## src/source/lsu_pkg.sv

```systemverilog
/* Shared widths, encodings and cause codes of the load/store unit.
   Size code 2'b11 is accepted and handled as a byte access. */
package lsu_pkg;

  //////////////////////////////////////////////////
  // widths
  //////////////////////////////////////////////////

  localparam int unsigned AddrW = 32;
  localparam int unsigned DataW = 32;
  localparam int unsigned BeW   = 4;

  //////////////////////////////////////////////////
  // encodings
  //////////////////////////////////////////////////

  // access size, 2'b11 falls into the byte branches
  typedef enum logic [1:0] {
    WORD = 2'b00,
    HALF = 2'b01,
    BYTE = 2'b10
  } lsu_type_e;

  // request FSM state
  typedef enum logic [2:0] {
    IDLE                      = 3'd0,
    WAIT_GNT_MIS              = 3'd1,
    WAIT_RVALID_MIS           = 3'd2,
    WAIT_GNT                  = 3'd3,
    WAIT_RVALID_MIS_GNTS_DONE = 3'd4
  } ls_fsm_e;

  // exception causes
  localparam logic [5:0] ExcLoadFault  = 6'd5;
  localparam logic [5:0] ExcStoreFault = 6'd7;

endpackage

```

## src/source/load_store_unit.sv

```systemverilog
/* Load/store unit top; word bus with req/gnt/rvalid, in-order responses.
   Misaligned accesses are split into two word accesses. */
`timescale 1ns/10ps

module load_store_unit (
  input  logic                      clk_i,
  input  logic                      rst_ni,
  // execute stage
  input  logic                      lsu_req_i,
  input  logic                      lsu_we_i,
  input  lsu_pkg::lsu_type_e        lsu_type_i,
  input  logic                      lsu_sign_ext_i,
  input  logic [lsu_pkg::AddrW-1:0] lsu_addr_i,
  input  logic [lsu_pkg::DataW-1:0] lsu_wdata_i,
  input  logic                      ds_rdy_i,
  output logic                      lsu_req_done_o,
  output logic                      lsu_resp_valid_o,
  output logic                      lsu_resp_err_o,
  output logic [lsu_pkg::DataW-1:0] lsu_rdata_o,
  output logic [5:0]                lsu_mcause_o,
  output logic [lsu_pkg::AddrW-1:0] lsu_mtval_o,
  output logic [lsu_pkg::AddrW-1:0] addr_last_o,
  output logic                      busy_o,
  // data bus
  output logic                      data_req_o,
  input  logic                      data_gnt_i,
  input  logic                      data_rvalid_i,
  input  logic                      data_err_i,
  input  logic                      data_pmp_err_i,
  output logic [lsu_pkg::AddrW-1:0] data_addr_o,
  output logic                      data_we_o,
  output logic [lsu_pkg::BeW-1:0]   data_be_o,
  output logic [lsu_pkg::DataW-1:0] data_wdata_o,
  input  logic [lsu_pkg::DataW-1:0] data_rdata_i
);

  logic                      handle_misaligned;
  logic                      addr_incr;
  logic                      ctrl_update;
  logic                      addr_update;
  logic                      rdata_update;
  logic [1:0]                data_offset;
  logic [lsu_pkg::AddrW-1:0] addr_last;

  lsu_fsm i_fsm (
    .clk_i, .rst_ni, .lsu_req_i, .lsu_we_i, .lsu_type_i, .ds_rdy_i,
    .data_offset_i       (data_offset),
    .data_gnt_i, .data_rvalid_i, .data_err_i, .data_pmp_err_i, .data_req_o,
    .handle_misaligned_o (handle_misaligned),
    .addr_incr_o         (addr_incr),
    .ctrl_update_o       (ctrl_update),
    .addr_update_o       (addr_update),
    .rdata_update_o      (rdata_update),
    .lsu_req_done_o, .lsu_resp_valid_o, .lsu_resp_err_o, .lsu_mcause_o, .busy_o
  );

  lsu_addr_gen i_addr_gen (
    .clk_i, .rst_ni, .lsu_addr_i,
    .handle_misaligned_i (handle_misaligned),
    .addr_incr_i         (addr_incr),
    .addr_update_i       (addr_update),
    .data_addr_o,
    .data_offset_o       (data_offset),
    .addr_last_o         (addr_last)
  );

  lsu_wdata_align i_wdata_align (
    .lsu_type_i, .handle_misaligned_i (handle_misaligned),
    .data_offset_i (data_offset), .lsu_wdata_i, .data_be_o, .data_wdata_o
  );

  lsu_rdata_align i_rdata_align (
    .clk_i, .rst_ni,
    .ctrl_update_i  (ctrl_update),
    .rdata_update_i (rdata_update),
    .data_offset_i  (data_offset),
    .lsu_type_i, .lsu_sign_ext_i, .data_rdata_i, .lsu_rdata_o
  );

  assign data_we_o   = lsu_we_i;
  assign lsu_mtval_o = addr_last;
  assign addr_last_o = addr_last;

  // FSM part tracking and enable tables together never issue an empty access
  a_be_nonzero: assert property (@(posedge clk_i) disable iff (!rst_ni)
    data_req_o |-> (data_be_o != '0));

endmodule

```

## src/source/lsu_addr_gen.sv

```systemverilog
/* Bus address generation; the second part of a split access is the next word.
   addr_last_o holds the failing address after an error. */
`timescale 1ns/10ps

module lsu_addr_gen (
  input  logic                      clk_i,
  input  logic                      rst_ni,
  input  logic [lsu_pkg::AddrW-1:0] lsu_addr_i,
  input  logic                      handle_misaligned_i,
  input  logic                      addr_incr_i,
  input  logic                      addr_update_i,
  output logic [lsu_pkg::AddrW-1:0] data_addr_o,
  output logic [1:0]                data_offset_o,
  output logic [lsu_pkg::AddrW-1:0] addr_last_o
);

  logic [lsu_pkg::AddrW-1:0] addr_first_q;
  logic [lsu_pkg::AddrW-1:0] data_addr;
  logic [lsu_pkg::AddrW-1:0] data_addr_w_aligned;
  logic [lsu_pkg::AddrW-1:0] addr_last_q;

  // first address of the request, kept for the second part
  always_ff @(posedge clk_i) begin
    if (addr_update_i && !handle_misaligned_i) begin
      addr_first_q <= lsu_addr_i;
    end
  end

  // next word while the second part is pending or in flight
  assign data_addr = addr_incr_i ?
                     addr_first_q + {{(lsu_pkg::AddrW-3){1'b0}}, 3'b100} :
                     lsu_addr_i;

  assign data_addr_w_aligned = {data_addr[lsu_pkg::AddrW-1:2], 2'b00};

  // second part reports its word-aligned address
  always_ff @(posedge clk_i or negedge rst_ni) begin
    if (!rst_ni) begin
      addr_last_q <= '0;
    end else if (addr_update_i) begin
      addr_last_q <= addr_incr_i ? data_addr_w_aligned : data_addr;
    end
  end

  assign data_addr_o   = data_addr_w_aligned;
  assign data_offset_o = data_addr[1:0];
  assign addr_last_o   = addr_last_q;

endmodule

```

## src/source/lsu_fsm.sv

```systemverilog
/* Request sequencer; one request and one outstanding response at most.
   Request fields must stay stable until lsu_req_done_o. */
`timescale 1ns/10ps

module lsu_fsm (
  input  logic                clk_i,
  input  logic                rst_ni,
  input  logic                lsu_req_i,
  input  logic                lsu_we_i,
  input  lsu_pkg::lsu_type_e  lsu_type_i,
  input  logic                ds_rdy_i,
  input  logic [1:0]          data_offset_i,
  input  logic                data_gnt_i,
  input  logic                data_rvalid_i,
  input  logic                data_err_i,
  input  logic                data_pmp_err_i,
  output logic                data_req_o,
  output logic                handle_misaligned_o,
  output logic                addr_incr_o,
  output logic                ctrl_update_o,
  output logic                addr_update_o,
  output logic                rdata_update_o,
  output logic                lsu_req_done_o,
  output logic                lsu_resp_valid_o,
  output logic                lsu_resp_err_o,
  output logic [5:0]          lsu_mcause_o,
  output logic                busy_o
);

  lsu_pkg::ls_fsm_e ls_fsm_cs, ls_fsm_ns;

  logic split_access;
  logic handle_misaligned_q, handle_misaligned_d;
  logic pmp_err_q, pmp_err_d;
  logic lsu_err_q, lsu_err_d;
  logic we_q;
  logic outstanding_resp_q;
  logic resp_wait;
  logic resp_valid;
  logic any_err;
  logic lsu_go;

  // word at any nonzero offset, or half word crossing into the next word
  assign split_access = ((lsu_type_i == lsu_pkg::WORD) && (data_offset_i != 2'b00)) ||
                        ((lsu_type_i == lsu_pkg::HALF) && (data_offset_i == 2'b11));

  always_comb begin
    ls_fsm_ns           = ls_fsm_cs;
    data_req_o          = 1'b0;
    addr_incr_o         = 1'b0;
    ctrl_update_o       = 1'b0;
    addr_update_o       = 1'b0;
    rdata_update_o      = 1'b0;
    handle_misaligned_d = handle_misaligned_q;
    pmp_err_d           = pmp_err_q;
    lsu_err_d           = lsu_err_q;
    lsu_go              = 1'b0;

    unique case (ls_fsm_cs)
      lsu_pkg::IDLE: begin
        pmp_err_d = 1'b0;
        if (lsu_req_i && !resp_wait && ds_rdy_i) begin
          lsu_go     = 1'b1;
          data_req_o = 1'b1;
          pmp_err_d  = data_pmp_err_i;
          lsu_err_d  = 1'b0;
          if (data_gnt_i) begin
            ctrl_update_o       = 1'b1;
            addr_update_o       = 1'b1;
            handle_misaligned_d = split_access;
            ls_fsm_ns = split_access ? lsu_pkg::WAIT_RVALID_MIS : lsu_pkg::IDLE;
          end else begin
            ls_fsm_ns = split_access ? lsu_pkg::WAIT_GNT_MIS : lsu_pkg::WAIT_GNT;
          end
        end
      end

      lsu_pkg::WAIT_GNT_MIS: begin
        data_req_o = 1'b1;
        // a PMP error blocks the bus, so it stands in for the grant
        if (data_gnt_i || pmp_err_q) begin
          ctrl_update_o       = 1'b1;
          addr_update_o       = 1'b1;
          handle_misaligned_d = 1'b1;
          ls_fsm_ns           = lsu_pkg::WAIT_RVALID_MIS;
        end
      end

      lsu_pkg::WAIT_RVALID_MIS: begin
        // second part goes out while the first response is awaited
        data_req_o  = 1'b1;
        addr_incr_o = 1'b1;
        if (data_rvalid_i || pmp_err_q) begin
          pmp_err_d           = data_pmp_err_i;
          lsu_err_d           = data_err_i | pmp_err_q;
          rdata_update_o      = ~we_q;
          addr_update_o       = data_gnt_i & ~(data_err_i | pmp_err_q);
          handle_misaligned_d = ~data_gnt_i;
          ls_fsm_ns = data_gnt_i ? lsu_pkg::IDLE : lsu_pkg::WAIT_GNT;
        end else if (data_gnt_i) begin
          // second grant came before the first rvalid
          handle_misaligned_d = 1'b0;
          ls_fsm_ns           = lsu_pkg::WAIT_RVALID_MIS_GNTS_DONE;
        end
      end

      lsu_pkg::WAIT_GNT: begin
        data_req_o  = 1'b1;
        addr_incr_o = handle_misaligned_q;
        if (data_gnt_i || pmp_err_q) begin
          ctrl_update_o       = 1'b1;
          addr_update_o       = ~lsu_err_q;  // keep the first failing address
          handle_misaligned_d = 1'b0;
          ls_fsm_ns           = lsu_pkg::IDLE;
        end
      end

      lsu_pkg::WAIT_RVALID_MIS_GNTS_DONE: begin
        addr_incr_o = 1'b1;
        if (data_rvalid_i) begin
          pmp_err_d      = data_pmp_err_i;
          lsu_err_d      = data_err_i;
          addr_update_o  = ~data_err_i;
          rdata_update_o = ~we_q;
          ls_fsm_ns      = lsu_pkg::IDLE;
        end
      end

      default: ls_fsm_ns = lsu_pkg::IDLE;
    endcase
  end

  //////////////////////////////////////////////////
  // response side
  //////////////////////////////////////////////////

  assign any_err    = lsu_err_q | data_err_i | pmp_err_q;
  assign resp_valid = (data_rvalid_i | pmp_err_q) & (ls_fsm_cs == lsu_pkg::IDLE);
  // stall new requests behind a pending or failing response
  assign resp_wait  = outstanding_resp_q & (~resp_valid | any_err);

  assign lsu_req_done_o      = (lsu_go | (ls_fsm_cs != lsu_pkg::IDLE)) &
                               (ls_fsm_ns == lsu_pkg::IDLE);
  assign lsu_resp_valid_o    = resp_valid;
  assign lsu_resp_err_o      = any_err & resp_valid;
  assign lsu_mcause_o        = !any_err ? 6'd0 :
                               we_q ? lsu_pkg::ExcStoreFault : lsu_pkg::ExcLoadFault;
  assign handle_misaligned_o = handle_misaligned_q;
  assign busy_o              = (ls_fsm_cs != lsu_pkg::IDLE);

  always_ff @(posedge clk_i or negedge rst_ni) begin
    if (!rst_ni) begin
      ls_fsm_cs           <= lsu_pkg::IDLE;
      handle_misaligned_q <= 1'b0;
      pmp_err_q           <= 1'b0;
      lsu_err_q           <= 1'b0;
      we_q                <= 1'b0;
      outstanding_resp_q  <= 1'b0;
    end else begin
      ls_fsm_cs           <= ls_fsm_ns;
      handle_misaligned_q <= handle_misaligned_d;
      pmp_err_q           <= pmp_err_d;
      lsu_err_q           <= lsu_err_d;
      if (lsu_go) begin
        we_q               <= lsu_we_i;
        outstanding_resp_q <= 1'b1;
      end else if (resp_valid) begin
        outstanding_resp_q <= 1'b0;
      end
    end
  end

  a_no_req_without_rdy: assert property (@(posedge clk_i) disable iff (!rst_ni)
    (ls_fsm_cs == lsu_pkg::IDLE && !ds_rdy_i) |-> !data_req_o);

  a_legal_state: assert property (@(posedge clk_i) disable iff (!rst_ni)
    ls_fsm_cs inside {lsu_pkg::IDLE, lsu_pkg::WAIT_GNT_MIS, lsu_pkg::WAIT_RVALID_MIS,
                      lsu_pkg::WAIT_GNT, lsu_pkg::WAIT_RVALID_MIS_GNTS_DONE});

endmodule

```

## src/source/lsu_rdata_align.sv

```systemverilog
/* Load data merge and extension on the response side.
   Output is combinational on data_rdata_i and only meaningful with rvalid. */
`timescale 1ns/10ps

module lsu_rdata_align (
  input  logic                      clk_i,
  input  logic                      rst_ni,
  input  logic                      ctrl_update_i,
  input  logic                      rdata_update_i,
  input  logic [1:0]                data_offset_i,
  input  lsu_pkg::lsu_type_e        lsu_type_i,
  input  logic                      lsu_sign_ext_i,
  input  logic [lsu_pkg::DataW-1:0] data_rdata_i,
  output logic [lsu_pkg::DataW-1:0] lsu_rdata_o
);

  logic [1:0]                offset_q;
  lsu_pkg::lsu_type_e        type_q;
  logic                      sign_ext_q;
  logic [lsu_pkg::DataW-1:8] rdata_q;

  logic [31:0] rdata_w;
  logic [15:0] rdata_h;
  logic [7:0]  rdata_b;

  //////////////////////////////////////////////////
  // capture
  //////////////////////////////////////////////////

  always_ff @(posedge clk_i or negedge rst_ni) begin
    if (!rst_ni) begin
      offset_q   <= 2'b00;
      type_q     <= lsu_pkg::WORD;
      sign_ext_q <= 1'b0;
    end else if (ctrl_update_i) begin
      offset_q   <= data_offset_i;
      type_q     <= lsu_type_i;
      sign_ext_q <= lsu_sign_ext_i;
    end
  end

  // upper bytes of the first word of a split load
  always_ff @(posedge clk_i) begin
    if (rdata_update_i) begin
      rdata_q <= data_rdata_i[31:8];
    end
  end

  //////////////////////////////////////////////////
  // merge and extract
  //////////////////////////////////////////////////

  always_comb begin
    unique case (offset_q)
      2'b00:   rdata_w = data_rdata_i;
      2'b01:   rdata_w = {data_rdata_i[7:0],  rdata_q[31:8]};
      2'b10:   rdata_w = {data_rdata_i[15:0], rdata_q[31:16]};
      default: rdata_w = {data_rdata_i[23:0], rdata_q[31:24]};
    endcase
  end

  always_comb begin
    unique case (offset_q)
      2'b00:   rdata_h = data_rdata_i[15:0];
      2'b01:   rdata_h = data_rdata_i[23:8];
      2'b10:   rdata_h = data_rdata_i[31:16];
      default: rdata_h = {data_rdata_i[7:0], rdata_q[31:24]};  // crosses the word
    endcase
  end

  assign rdata_b = data_rdata_i[8*offset_q +: 8];

  // zero or sign extension by size
  always_comb begin
    unique case (type_q)
      lsu_pkg::WORD: lsu_rdata_o = rdata_w;
      lsu_pkg::HALF: lsu_rdata_o = {{16{sign_ext_q & rdata_h[15]}}, rdata_h};
      default:       lsu_rdata_o = {{24{sign_ext_q & rdata_b[7]}}, rdata_b};
    endcase
  end

endmodule

```

## src/source/lsu_wdata_align.sv

```systemverilog
/* Byte enables and store-data rotation for the current bus part.
   Purely combinational; size 2'b11 is a byte. */
`timescale 1ns/10ps

module lsu_wdata_align (
  input  lsu_pkg::lsu_type_e        lsu_type_i,
  input  logic                      handle_misaligned_i,
  input  logic [1:0]                data_offset_i,
  input  logic [lsu_pkg::DataW-1:0] lsu_wdata_i,
  output logic [lsu_pkg::BeW-1:0]   data_be_o,
  output logic [lsu_pkg::DataW-1:0] data_wdata_o
);

  //////////////////////////////////////////////////
  // byte enables
  //////////////////////////////////////////////////

  always_comb begin
    unique case (lsu_type_i)
      lsu_pkg::WORD: begin
        if (!handle_misaligned_i) begin
          unique case (data_offset_i)
            2'b00:   data_be_o = 4'b1111;
            2'b01:   data_be_o = 4'b1110;
            2'b10:   data_be_o = 4'b1100;
            default: data_be_o = 4'b1000;
          endcase
        end else begin
          // upper bytes spill into the low lanes of the next word
          unique case (data_offset_i)
            2'b01:   data_be_o = 4'b0001;
            2'b10:   data_be_o = 4'b0011;
            2'b11:   data_be_o = 4'b0111;
            default: data_be_o = 4'b0000;
          endcase
        end
      end
      lsu_pkg::HALF: begin
        if (!handle_misaligned_i) begin
          unique case (data_offset_i)
            2'b00:   data_be_o = 4'b0011;
            2'b01:   data_be_o = 4'b0110;
            2'b10:   data_be_o = 4'b1100;
            default: data_be_o = 4'b1000;
          endcase
        end else begin
          data_be_o = 4'b0001;
        end
      end
      default: data_be_o = 4'b0001 << data_offset_i;
    endcase
  end

  // rotate left so byte 0 lands on the lane of the offset
  always_comb begin
    unique case (data_offset_i)
      2'b00:   data_wdata_o = lsu_wdata_i;
      2'b01:   data_wdata_o = {lsu_wdata_i[23:0], lsu_wdata_i[31:24]};
      2'b10:   data_wdata_o = {lsu_wdata_i[15:0], lsu_wdata_i[31:16]};
      default: data_wdata_o = {lsu_wdata_i[7:0],  lsu_wdata_i[31:8]};
    endcase
  end

  // only split accesses reach the second part, and those are never aligned
  always_comb begin
    a_second_part_offset: assert final (!(handle_misaligned_i && data_offset_i == 2'b00));
  end

endmodule

```

## config.mk

```make
export PLATFORM = sky130hd
export DESIGN_NAME = load_store_unit
export DESIGN_NICKNAME = d
export VERILOG_FILES = /design/src/source/lsu_pkg.sv /design/src/source/load_store_unit.sv /design/src/source/lsu_addr_gen.sv /design/src/source/lsu_fsm.sv /design/src/source/lsu_rdata_align.sv /design/src/source/lsu_wdata_align.sv
export SDC_FILE = /design/constraint.sdc
export NUM_CORES = 1
export LEC_CHECK = 0
export BUFFER_PORTS_ARGS = -buffer_cell sky130_fd_sc_hd__buf_4
export CAP_MARGIN = 20
export CORE_UTILIZATION = 46
export DETAILED_ROUTE_END_ITERATION = 10
export PLACE_DENSITY = 0.78
export SLEW_MARGIN = 40
export SYNTH_ARGS = -nofsm -noshare
export SYNTH_HDL_FRONTEND = slang
export SYNTH_HIERARCHICAL = 1
export SYNTH_SLANG_ARGS = --single-unit
```

## constraint.sdc

```tcl
create_clock -name clk_i -period 3.7 [get_ports clk_i]
set_input_delay 1.11 -clock clk_i [delete_from_list [all_inputs] [get_ports clk_i]]
set_output_delay 1.11 -clock clk_i [all_outputs]
set_load 0.05 [all_outputs]
```

==> flow_summary.ini <==
[setup_path]
cpMostUsedCell = buf_6
worstRegToRegCells = 8
startpoint_type = primary input
criticalPathCategory = in2out
worstPathCellList = buf_6 -> mux2_4 -> ha_4 -> buf_12 -> a222oi_1 -> mux2i_2 -> buf_6
cp.required_ns = 2.59
critPathMaxStageDelay_ns = 0.45
cp_slowest_cell = a222oi_1
arrival_ns = 2.66
crit_fanout = 8
worstSetupEndpointType = primary output

[timing]
finalWorstSetupSlack_ns = -0.07150
period_needed_ns = 3.771
setup_violations = 22
relSlewSlack_pct = 57.93
min_period_over_period_pct = 101.9
report.final.slew_viol_count = 0
grt_setup_unrepaired = true
hold_viol_final = 0
worst_pin_slew_ns = 0.6310
skew_ns = 0.01532
timing.fmax_mhz = 265.1

[status]
failed_checks = negative setup slack
status = finished, violations left

[route]
routed-via-count = 7578
vias_per_cell = 5.834
drt-initial-drc-count = 778
drt-total-wl_um = 23500
final_antenna_net_count = 0
drt-wirelength-per-cell_um = 18.09
drc = 0
drtPass1Iterations = 9

[logic_synthesis]
synthArstFlopShare_pct = 44.55
synth-edff-count = 56
ys_seq_elements = 101
syn_area_per_cell_um2 = 9.371
syn_area_um2 = 7890
synth_top_family_by_area = compound AO/OA/AOI/OAI gates
synth_fa_ha_area_share_pct = 1.110
ys.flop_type = edfxtp_1
yosys.area_share.xor_xnor_pct = 2.886
synth_compound_area_share_pct = 20.31
synth-simple-area-share_pct = 13.81
muxShareOfSynthArea_pct = 14.05
synth_cell_types = 73
seq_area_frac_synth_pct = 35.59
yosysWarnings = 6
syn-instance-count = 842

[cts]
clkTransAtPathRegs_ns = 0.08
cts_hold_buffers = 0
cts_made_buffers = 9
cts_buffer_depth = 2
cts_tree = built
clock-sinks = 101
clk_latency_ns = 0.36
h-tree-depth = 3
cts_root_buf = clkbuf_16

[placed_design]
place_hpwl_um = 16420
gp_congestion = 0.9096
portBuffers = 278
pre_cts_ws_ns = -0.1230

[layout]
final_common_cell = buf_4
nets = 1189
mostFrequentLayoutCells = buf_4, o21ai_0, inv_1
synthToLayoutAreaGrowth_pct = 37.12
n_antenna_cell = 0
drive_gt1_share_pct = 41.43

[grt]
grt_overflow = 0
grt_max_degree = 68
antenna_found_initial = 0
grt_pass1_vias = 7073
grt_usage_pct = 25.25
grt_pass1_wl_um = 35790

[floorplan]
io_pins = 284
die_h_um = 133.0
dieWidth_um = 133.0
rows = 47
core_area_um2 = 16640
dieArea_um2 = 17680
start_util_pct = 47.41

[hold_path]
hp-class = reg2reg
worstHoldPathCells = 1

[flow_run]
cap_violations = 0
==> worst max-delay path, delay by kind of cell <==
kind / cells / cell delay [ns]
fa+ha+maj: 1 / 0.22
buf+inv: 3 / 0.43
compound gates: 1 / 0.45
mux: 2 / 0.45
==> Yosys cell counts, types with 4 or more instances <==
cell	number	area (µm²)
nor2_1	57	214.0
o22ai_1	10	62.56
nand2b_1	8	50.05
clkbuf_1	20	75.07
and3_1	9	56.30
nand3_1	31	155.2
a221oi_1	5	43.79
a32oi_1	4	35.03
o31ai_1	6	45.04
a222oi_1	35	350.3
buf_1	4	15.01
dfrtp_1	45	1126
mux4_2	16	360.4
ha_1	7	87.58
nand3b_1	7	52.55
a2bb2oi_1	6	52.55
buf_6	11	123.9
edfxtp_1	56	1682
o221ai_1	4	35.03
o21ai_0	75	375.4
nor2b_1	13	81.33
inv_1	69	259.0
mux2_2	18	202.7
nor3_1	8	40.04
xor2_1	17	148.9
xnor2_1	9	78.83
nand4_1	6	37.54
o21a_1	4	30.03
buf_2	18	90.09
a211oi_1	4	30.03
nand2_1	43	161.4
mux2i_1	53	530.5
a21oi_1	52	260.3
buf_4	50	375.4
==> metrics by stage <==
step / setup TNS (ns) / area, µm² / utilization (%) / hold slack, ns / cells
final: -0.5948 / 10820 / 65.01 / 0.5357 / 1299
after CTS: -0.1072 / 10560 / 63.42 / 0.5414 / 1290
after detailed placement: -1.201 / 10110 / 60.72 / 0.5220 / 1270
after global placement: -0.3289 / 10110 / 60.72 / 0.5178 / 1270
after floorplan: -3.624 / 8142 / - / 0.4949 / 845
after global routing: -2.857 / 10820 / 65.01 / 0.5639 / 1299
==> state kept, by name, summed over array words and instances (netlist names), 2 cells and up <==
signal                   flops
i_addr_gen/addr_first_q     32
i_addr_gen/addr_last_o      32
i_rdata_align/offset_q       2
i_rdata_align/rdata_q       24
i_fsm/ls_fsm_cs              3
i_rdata_align/type_q         2
==> logic make-up (layout without fill, tap and decap cells) <==
kind of cell	after synthesis	after routing
compound gates	236	236
buf+inv	174	408
other cells	2	5
mux	88	88
fa+ha+maj	7	7
simple gates	208	208
xor+xnor	26	26
flops	101	101
==> per-layer routing <==
metal / track usage, % / wire, µm / vias up
met5: 0 / 0 / -
met4: 10.09 / 580 / 0
met3: 5.594 / 1908 / 40
met2: 42.73 / 11560 / 394
met1: 31.18 / 9457 / 3595
li1: - / - / 3549
==> final timing paths <==
check,start,endpoint,slack (ns)
max reg2reg,i_fsm/pmp_err_q$_DFFE_PN0P_,i_addr_gen/addr_first_q[21]$_DFFE_PP_,0.87
min,i_addr_gen/addr_last_o[6]$_DFFE_PN0P_,i_addr_gen/addr_last_o[6]$_DFFE_PN0P_,0.54
min in group asynchronous,rst_ni,i_addr_gen/addr_last_o[4]$_DFFE_PN0P_,0.76
min reg2reg,i_addr_gen/addr_last_o[6]$_DFFE_PN0P_,i_addr_gen/addr_last_o[6]$_DFFE_PN0P_,0.54
max in group asynchronous,rst_ni,i_rdata_align/offset_q[0]$_DFFE_PN0P_,2.46
max,lsu_addr_i[1],data_wdata_o[18],-0.07
==> what timing repair did <==
action                     4_1_cts  5_1_grt
hold endpoints to repair         0        0
pin swaps                       15       31
gates resized for setup         23       29
setup endpoints to repair       34       44
buffers inserted                 4        5
gates cloned                     0        4
==> final cells by class <==
class	count	area [µm²]
fillers	1350	5823
multi-input cells	570	4417
flip-flops and latches	101	2811
repair buffers	323	2729
well taps	220	275.3
inverters	69	261.5
clock buffers	9	225.2
clock inverters	7	100.1
Power is left out: the tool's default activity adds up to more than one toggle a clock period on the data nets, which glitch-free logic cannot reach.
